[src/hdl/wbPkg.sv]
package wbPkg;

	// Bus and counter widths
	localparam int addrWidth = 8;
	localparam int dataWidth = 32;
	localparam int countWidth = 16;

	typedef logic [addrWidth-1:0] wbAddrT;
	typedef logic [dataWidth-1:0] wbDataT;
	typedef logic [countWidth-1:0] statCountT;

	typedef enum logic [1:0] {
		idleS,
		busS,
		respondS
	} masterStateT;

	// Window counting, then two report cycles
	typedef enum logic [1:0] {
		countS,
		reportReadS,
		reportWriteS
	} monStateT;

endpackage

[src/hdl/wbMaster.sv]
`timescale 1ns/1ps

module wbMaster
	import wbPkg::*;
(
	input  logic   clk,
	input  logic   reset,
	input  logic   cmdValid,
	input  logic   cmdWe,
	input  wbAddrT cmdAddr,
	input  wbDataT cmdData,
	input  logic   ack,
	input  logic   err,
	input  wbDataT datR,
	output logic   busy,
	output logic   cyc,
	output logic   stb,
	output logic   we,
	output wbAddrT adr,
	output wbDataT datW,
	output logic   rspValid,
	output logic   rspErr,
	output wbDataT rspData
);

	masterStateT state;
	masterStateT nextState;
	logic        cmdAccept;
	logic        busDone;

	// A command is taken whenever no bus cycle is open
	assign cmdAccept = cmdValid && (state != busS);

	// Slave answered, close the cycle
	assign busDone = (state == busS) && (ack || err);

	always_comb
	begin
		nextState = state;
		case (state)
			idleS:
			begin
				if (cmdAccept)
					nextState = busS;
			end
			busS:
			begin
				if (busDone)
					nextState = respondS;
			end
			respondS:
			begin
				if (cmdAccept)
					nextState = busS;
				else
					nextState = idleS;
			end
			default:
			begin
				nextState = idleS;
			end
		endcase
	end

	always_ff @(posedge clk)
	begin
		if (reset)
			state <= idleS;
		else
			state <= nextState;
	end

	// Command latch, held for the whole bus cycle
	always_ff @(posedge clk)
	begin
		if (cmdAccept)
		begin
			we <= cmdWe;
			adr <= cmdAddr;
			datW <= cmdData;
		end
	end

	// Read data only survives a good read
	always_ff @(posedge clk)
	begin
		if (busDone)
		begin
			rspErr <= err;
			if (ack && !we)
				rspData <= datR;
			else
				rspData <= '0;
		end
	end

	assign busy = (state == busS);
	assign cyc = (state == busS);
	assign stb = (state == busS);

	// One-cycle response strobe, bus already released
	assign rspValid = (state == respondS);

endmodule

[src/hdl/wbMemSlave.sv]
`timescale 1ns/1ps

module wbMemSlave
	import wbPkg::*;
#(
	parameter int memDepth = 64,
	parameter int waitStates = 1
)
(
	input  logic   clk,
	input  logic   reset,
	input  logic   cyc,
	input  logic   stb,
	input  logic   we,
	input  wbAddrT adr,
	input  wbDataT datW,
	output logic   ack,
	output logic   err,
	output wbDataT datR
);

	localparam int idxWidth = (memDepth > 1) ? $clog2(memDepth) : 1;
	localparam int waitWidth = (waitStates > 0) ? $clog2(waitStates + 1) : 1;

	wbDataT               mem [memDepth];
	logic [waitWidth-1:0] waitCnt;
	logic [idxWidth-1:0]  memIdx;
	logic                 pending;
	logic                 answerNow;
	logic                 inRange;

	// Strobe seen and not yet answered
	assign pending = cyc && stb && !ack && !err;

	// Last wait state reached, answer appears next cycle
	assign answerNow = pending && (waitCnt == waitWidth'(waitStates));

	assign inRange = (32'(adr) < memDepth);
	assign memIdx = adr[idxWidth-1:0];

	always_ff @(posedge clk)
	begin
		if (reset)
			waitCnt <= '0;
		else if (answerNow || !pending)
			waitCnt <= '0;
		else
			waitCnt <= waitCnt + 1'b1;
	end

	always_ff @(posedge clk)
	begin
		if (reset)
		begin
			ack <= 1'b0;
			err <= 1'b0;
		end
		else
		begin
			ack <= answerNow && inRange;
			err <= answerNow && !inRange;
		end
	end

	// Cleared on reset so that first reads return zero
	always_ff @(posedge clk)
	begin
		if (reset)
		begin
			for (int i = 0; i < memDepth; i++)
				mem[i] <= '0;
		end
		else if (answerNow && inRange && we)
		begin
			mem[memIdx] <= datW;
		end
	end

	// Out of range or write cycles return zero
	always_ff @(posedge clk)
	begin
		if (answerNow)
		begin
			if (inRange && !we)
				datR <= mem[memIdx];
			else
				datR <= '0;
		end
	end

endmodule

[src/hdl/wbStatsMonitor.sv]
`timescale 1ns/1ps

module wbStatsMonitor
	import wbPkg::*;
#(
	parameter int windowCycles = 200
)
(
	input  logic      clk,
	input  logic      reset,
	input  logic      cyc,
	input  logic      we,
	input  logic      ack,
	input  logic      err,
	output logic      statValid,
	output logic      statIsWrite,
	output statCountT statCount
);

	localparam int windowWidth = (windowCycles > 1) ? $clog2(windowCycles) : 1;
	localparam logic [windowWidth-1:0] windowLoad = windowWidth'(windowCycles - 1);

	monStateT               state;
	monStateT               nextState;
	logic [windowWidth-1:0] windowCnt;
	logic                   windowEnd;
	logic                   readDone;
	logic                   writeDone;
	statCountT              readCnt;
	statCountT              writeCnt;
	statCountT              readNext;
	statCountT              writeNext;
	statCountT              readSnap;
	statCountT              writeSnap;

	// Saturating increment
	function automatic statCountT satInc(input statCountT value, input logic hit);
		if (hit && (value != '1))
			return value + 1'b1;
		else
			return value;
	endfunction

	// A cycle closed by err is never a completed transfer
	assign readDone = cyc && ack && !err && !we;
	assign writeDone = cyc && ack && !err && we;

	assign readNext = satInc(readCnt, readDone);
	assign writeNext = satInc(writeCnt, writeDone);

	assign windowEnd = (state == countS) && (windowCnt == '0);

	always_comb
	begin
		nextState = state;
		case (state)
			countS:
			begin
				if (windowEnd)
					nextState = reportReadS;
			end
			reportReadS:
			begin
				nextState = reportWriteS;
			end
			reportWriteS:
			begin
				nextState = countS;
			end
			default:
			begin
				nextState = countS;
			end
		endcase
	end

	always_ff @(posedge clk)
	begin
		if (reset)
			state <= countS;
		else
			state <= nextState;
	end

	// Window clock holds during the two report cycles
	always_ff @(posedge clk)
	begin
		if (reset)
			windowCnt <= windowLoad;
		else if (state == reportWriteS)
			windowCnt <= windowLoad;
		else if ((state == countS) && !windowEnd)
			windowCnt <= windowCnt - 1'b1;
	end

	// Counters keep running in report cycles, those go to the new window
	always_ff @(posedge clk)
	begin
		if (reset || windowEnd)
		begin
			readCnt <= '0;
			writeCnt <= '0;
		end
		else
		begin
			readCnt <= readNext;
			writeCnt <= writeNext;
		end
	end

	// Snapshot includes a completion in the last window cycle
	always_ff @(posedge clk)
	begin
		if (windowEnd)
		begin
			readSnap <= readNext;
			writeSnap <= writeNext;
		end
	end

	assign statValid = (state != countS);
	assign statIsWrite = (state == reportWriteS);
	assign statCount = (state == reportWriteS) ? writeSnap : readSnap;

endmodule

[src/hdl/wbStatsSubsystem.sv]
`timescale 1ns/1ps

module wbStatsSubsystem
	import wbPkg::*;
#(
	parameter int memDepth = 64,
	parameter int waitStates = 1,
	parameter int windowCycles = 200
)
(
	input  logic      clk,
	input  logic      reset,
	input  logic      cmdValid,
	input  logic      cmdWe,
	input  wbAddrT    cmdAddr,
	input  wbDataT    cmdData,
	output logic      busy,
	output logic      rspValid,
	output logic      rspErr,
	output wbDataT    rspData,
	output logic      statValid,
	output logic      statIsWrite,
	output statCountT statCount
);

	// Internal bus
	logic   cyc;
	logic   stb;
	logic   we;
	wbAddrT adr;
	wbDataT datW;
	logic   ack;
	logic   err;
	wbDataT datR;

	wbMaster u_master (
		.clk      (clk),
		.reset    (reset),
		.cmdValid (cmdValid),
		.cmdWe    (cmdWe),
		.cmdAddr  (cmdAddr),
		.cmdData  (cmdData),
		.ack      (ack),
		.err      (err),
		.datR     (datR),
		.busy     (busy),
		.cyc      (cyc),
		.stb      (stb),
		.we       (we),
		.adr      (adr),
		.datW     (datW),
		.rspValid (rspValid),
		.rspErr   (rspErr),
		.rspData  (rspData)
	);

	wbMemSlave #(
		.memDepth   (memDepth),
		.waitStates (waitStates)
	) u_memSlave (
		.clk   (clk),
		.reset (reset),
		.cyc   (cyc),
		.stb   (stb),
		.we    (we),
		.adr   (adr),
		.datW  (datW),
		.ack   (ack),
		.err   (err),
		.datR  (datR)
	);

	// Passive, listens to the bus only
	wbStatsMonitor #(
		.windowCycles (windowCycles)
	) u_statsMonitor (
		.clk         (clk),
		.reset       (reset),
		.cyc         (cyc),
		.we          (we),
		.ack         (ack),
		.err         (err),
		.statValid   (statValid),
		.statIsWrite (statIsWrite),
		.statCount   (statCount)
	);

endmodule

[config.mk]
export PLATFORM = sky130hd
export DESIGN_NAME = wbStatsSubsystem
export DESIGN_NICKNAME = d
export VERILOG_FILES = /design/src/hdl/wbPkg.sv /design/src/hdl/wbMaster.sv /design/src/hdl/wbMemSlave.sv /design/src/hdl/wbStatsMonitor.sv /design/src/hdl/wbStatsSubsystem.sv
export SDC_FILE = /design/constraint.sdc
export NUM_CORES = 2
export LEC_CHECK = 0
export BUFFER_PORTS_ARGS = -buffer_cell sky130_fd_sc_hd__buf_2
export CAP_MARGIN = 20
export CORE_MARGIN = 1.5
export CORE_UTILIZATION = 35
export DETAILED_ROUTE_END_ITERATION = 16
export PLACE_DENSITY_LB_ADDON = 0.1
export SYNTH_ARGS = -nofsm -noshare
export SYNTH_HDL_FRONTEND = slang
export SYNTH_SLANG_ARGS = --single-unit
export TNS_END_PERCENT = 20
[constraint.sdc]
create_clock -name clk -period 6.2 [get_ports clk]
set_clock_uncertainty 0.2 [all_clocks]
set_input_delay 0.31 -clock clk [delete_from_list [all_inputs] [get_ports clk]]
set_output_delay 0.31 -clock clk [all_outputs]
set_load 0.01 [all_outputs]
# Word-level counts from Yosys, hierarchy flattened
# Memories as Yosys holds them, arrays and structs flattened. A register that Yosys moved wholly into a read port is not among the register bits.
# Cells that the tools add are included.
# totals
register_bits	153
mem_count	1
mem_bits_rw	2048
wordCells	84
input_bits	44
# op_classes
n_eq_ne	10
add_sub_neg	4
n_lt_le_gt_ge	1
n_mux	17
n_reduce_logical	36
# memory_table
name	words	width	rd	rd_clocked_by_memory_dff	write_ports	line_no	text
u_memSlave.mem	64	32	1	1	64	wbMemSlave.sv:25	wbDataT mem [memDepth];
# ops
cell	n
$mux W16	3
$add A16 B1 Y16 const B	2
$mux W32	1
$ne A16 B16 Y1 const B	2
$reduce_or A32 Y1	1
$logic_and A1 B1 Y1	18
$logic_not A8 Y1	1
$lt A8 B7 Y1 const B	1
$sub A8 B1 Y8 const B	1
$logic_not A1 Y1	7
$mux W1	7
$mux W2	3
$mux W6	1
$ne A2 B1 Y1 const B	3
$pmux W2 S3	1
$eq A2 B1 Y1 const B	2
$eq A2 B2 Y1 const B	2
$logic_not A2 Y1	2
$pmux W2 S2	1
$reduce_or A2 Y1	2
$logic_or A1 B1 Y1	3
$ne A2 B2 Y1 const B	1
$reduce_and A2 Y1	1
$reduce_bool A2 Y1	1
$add A1 B1 Y1 const B	1

# Longest topological paths before layout
# logic_depth
ltp_word	11
ltp_mapped	9
ltp_nobuf	7

# By module
# From an unflattened synthesis, not the netlist that was laid out.
# unflattened
hier_cells	7326
hier_area_um2	101620.0
# modules_own_cells
mod	instances	seq_area_each_um2	cells_per_inst	area_each_um2
wbMemSlave	1	62520.0	6861	95486.6
wbStatsMonitor	1	1801.7	341	3579.7
wbMaster	1	2262.2	124	2553.7

# Worst setup path before layout
# OpenSTA, ideal clock, no wires.
# synth_path
path_kind	reg2reg
start	register u_statsMonitor.windowCnt[2]
end	register u_statsMonitor.readCnt[3]
period_less_slack_ns	5.499
arrival_time_ns	5.185
required_time_ns	5.886
slack_ns	0.701
path_stages_with_launch	7
n_path_buf	2
path_cell_list	dfxtp_1 -> or4_4 -> nor4_1 -> or2_2 -> buf_6 -> clkbuf_1 -> and2b_1
# synth_via
elab_chain_cells	3
# synth_rtl
element	line_no	text
start: declaration	wbStatsMonitor.sv:25	logic [windowWidth-1:0] windowCnt;
start signal: assignment	wbStatsMonitor.sv:89	windowCnt <= windowLoad;
start signal: assignment	wbStatsMonitor.sv:91	windowCnt <= windowLoad;
start signal: assignment	wbStatsMonitor.sv:93	windowCnt <= windowCnt - 1'b1;
$logic_not A8 Y1	wbStatsMonitor.sv:51	assign windowEnd = (state == countS) && (windowCnt == '0);
$logic_and A1 B1 Y1	wbStatsMonitor.sv:51	
via u_statsMonitor.windowEnd	wbStatsMonitor.sv:26	logic windowEnd;
$logic_or A1 B1 Y1	wbStatsMonitor.sv:99	if (reset || windowEnd)
end signal: assignment	wbStatsMonitor.sv:106	readCnt <= readNext;
end: declaration	wbStatsMonitor.sv:29	statCountT readCnt;
# The timed path passes the listed nets, and every way through them passes these cells.
# A chain may end at the register's enable or synchronous reset.

# Worst setup path after layout
# layout_path
start	register u_master.adr[0]
end	register u_memSlave.datR[12], read port of u_memSlave.mem, data pin
# layout_via
elab_chain_cells	3
# layout_rtl
element	line_no	text
start: declaration	wbMaster.sv:19	output wbAddrT adr,
start signal: assignment	wbMaster.sv:79	adr <= cmdAddr;
$lt A8 B7 Y1	wbMemSlave.sv:38	assign inRange = (32'(adr) < memDepth);
$logic_and A1 B1 Y1	wbMemSlave.sv:84	if (inRange && !we)
$logic_not A1 Y1 (no source line)	n/a	
end: declaration	wbMemSlave.sv:19	output wbDataT datR
# Several ways; a longest one is shown, not always the timed one.

==> out/results.txt <==
Avg WL per Cell = 32.4 microns
Clock Latency Late Sink = 0.93 ns
clock sinks = 2233
FFs w/ async S/R, synth = 0%
Worst Setup End Kind = flop
Core Area = 280000 sq um
post-synthesis sequential area ratio = 67.5%
die height = 534 microns
Detailed Place HPWL = 190000 microns
ys flop type = edfxtp_1
most frequent cells in the layout = 2186 x edfxtp_1, 2053 x and2_1, 389 x a221oi_1
initial antenna violation count = 37
CTS Root Cell = clkbuf_16
count of boundary I/O pins = 97
Tcrit/Tclk final = 80.7%
vias = 58200
CTS tree = done
clock buffer depth = 4
post-synthesis cell count = 6698
vias in the first global route = 58800
min Tclk post-route = 5.00 ns
Synth Net Count = 6746
Yosys warnings = 0
Final ANT Viol Nets = 0
PortBufs = 96
Synth area leaders = edfxtp_1 67%, and2_1 13%, mux4_2 5.9%, a221oi_1 3.5%, clkbuf_1 2.1%
FMAX = 0.200 GHz
Final nets = 6732
most common cell after layout, fill and taps aside = edfxtp_1
gr busiest metal = met2
Vias/cell = 5.48
met1 usage = 34.3%
Netlist cell types = 61
measured slew at the worst slew-check pin = 1.42 ns
Worst slew margin = 5.45%
Initial Util = 35.3%
first drt pass iteration count = 7
status = finished, final reports clean
startpoint types = flop
pin count of the biggest net entering global routing = 124
Leakage = 39.9 nW
WL final = 345000 microns
P&R area growth vs syn = 14.5%
Worst EP required = 6.58 ns
Die Wd = 534 microns
crit path kind = flop to flop
Max Cap Viol = 0
pre-CTS setup slack = 1.17 ns
GR Overflow Total = 0
Final Util = 40.4%
Cell Rows = 194
crit-path max FO = 64
Yosys top cell by area = edfxtp_1
Detailed Route Iter0 Violations = 6771
share of the synthesized area in the top cell type = 66.5%
RSZ-0062 raised after global routing = false
power density cells = 305 nW/um^2
Remaining DRCs = 0
Post-synth EDFFs = 2186
cell area after layout = 113000 sq um
Max rail drop VDD = 0.210 mV
Final Max Slew Viols = 0
mapped cell area = 98700 sq um
first-pass GRT wire length = 479000 microns
CTS buffer count = 266
met3 Track Usage GR = 4.03%
fraction of final layout cells sized beyond drive strength 1 = 17.0%
Worst-path clk slew = 0.06 ns
die area = 285000 sq um
H-Tree Depth = 5
total track usage = 23.9%
GPL Wtd Cong = 0.788
GRT met2 Usage = 37.9%
Setup WS post-layout = 1.20 ns
Hold Violations, Final = 0
Post-DP Area = 104000 sq um
HP Class = input port to flop
#FFs+latches synth = 2233
CP arrival = 5.39 ns
Finish-stage setup viols = 0
TNS Setup = 0 ns
Mean Syn Cell Area = 14.7 sq um
-- power by group --
part           leakage (nW)  internal, mW  switching [mW]
registers              22.8          17.0           0.155
logic                  13.2         0.669            1.78
clock network          3.91          8.38            6.50
total                  39.9          26.1            8.44
-- layout make-up --
class                           count  area (sq um)
Sequential cell                  2233         66600
Clock buffer                      350          7120
Tap cell                         3724          4660
Antenna cell                       20          50.0
Timing Repair Buffer              430          3490
Fill cell                       25500        167000
Multi-Input combinational cell   3736         30200
Inverter                           17          76.3
Clock inverter                    119           910
-- logic make-up (layout without fill, tap and decap cells) --
| family | Yosys count | count (layout) | share of synthesized area, % |
|---|---|---|---|
| other | 0 | 20 | 0 |
| multiplexers | 398 | 398 | 7.34 |
| flip-flops | 2233 | 2233 | 67.5 |
| adder cells (fa/ha/maj) | 4 | 4 | 0.0507 |
| AND/OR/NAND/NOR | 2403 | 2403 | 14.9 |
| buffers and inverters | 729 | 916 | 2.99 |
| XOR/XNOR | 35 | 35 | 0.311 |
| AO/OA/AOI/OAI | 896 | 896 | 6.94 |
-- stage by stage --
| stage | hold WS, ns | cells | power (mW) |
|---|---|---|---|
| final | 0.0874 | 10600 | 34.5 |
| after global routing | 0.0779 | 10600 | 35.4 |
| after CTS | 0.0247 | 10600 | 34.8 |
| after detailed placement | 0.204 | 10100 | 19.9 |
| after global placement | 0.212 | 10100 | 19.9 |
| after floorplan | 0.191 | 6698 | 18.7 |
-- worst paths after layout --
path | from | endpoint | slack [ns] | depth (start not counted)
worst min register to register | u_memSlave.waitCnt | u_memSlave.waitCnt | 0.21 | 1
worst max register to register | u_master.adr[0] | u_memSlave.datR[12] | 1.20 | 8
worst min-delay path | cmdAddr[2] | u_master.adr[2] | 0.09 | 2
worst max-delay path | u_master.adr[0] | u_memSlave.datR[12] | 1.20 | 8
-- registers in the layout, indices dropped and copies added, names as in the netlist, 2 cells and up --
| register | flops |
|---|---|
| u_memSlave.mem | 2048 |
| u_master.rspData | 32 |
| u_memSlave.datR | 32 |
| u_statsMonitor.readCnt | 16 |
| u_master.state | 2 |
| u_statsMonitor.windowCnt | 8 |
| u_master.datW | 32 |
| u_statsMonitor.readSnap | 16 |
| u_statsMonitor.state | 2 |
| u_master.adr | 8 |
| u_statsMonitor.writeSnap | 16 |
| u_statsMonitor.writeCnt | 16 |
-- layer usage --
layer	vias up	wire length, microns
met3	351	25500
met5	-	13
met4	2	7120
met2	2116	159000
li1	25100	-
met1	30700	153000
-- cell usage after synthesis (all sizes together), types with 3 or more instances --
master   count
nor3        14
buf         89
clkbuf     623
and3b        3
a311oi       3
o211ai      38
nor4         9
inv         17
a2111oi      3
nand2b       4
mux2i      113
nor2       103
and3         8
and2b        3
o21ai       71
nor3b        6
and4         8
o211a       28
nand3       14
a22oi      132
mux2        27
nand4        9
and2      2089
mux4       258
nor2b       26
ha           4
xor2        15
xnor2       20
dfxtp       47
edfxtp    2186
or2          5
o22ai       95
a221oi     390
a31oi       33
nand2       90
a21oi       61
or3          6
o22a        29
-- worst max-delay path, cell delays in order (launching register included) --
cell	delay, ns
edfxtp_1	0.39
buf_12	0.38
buf_4	0.57
mux4_2	0.57
mux2i_1	0.51
o22ai_1	0.46
a221oi_1	1.04
buf_4	0.29
a31oi_1	0.09
-- repair_timing --
item	4_1_cts	5_1_grt
setup buffers	0	0
endpoints found under the hold margin	63	0
hold buffers	79	0
resized for setup	0	0
endpoints found under the setup margin	0	0
(Power assumes the default switching activity.)
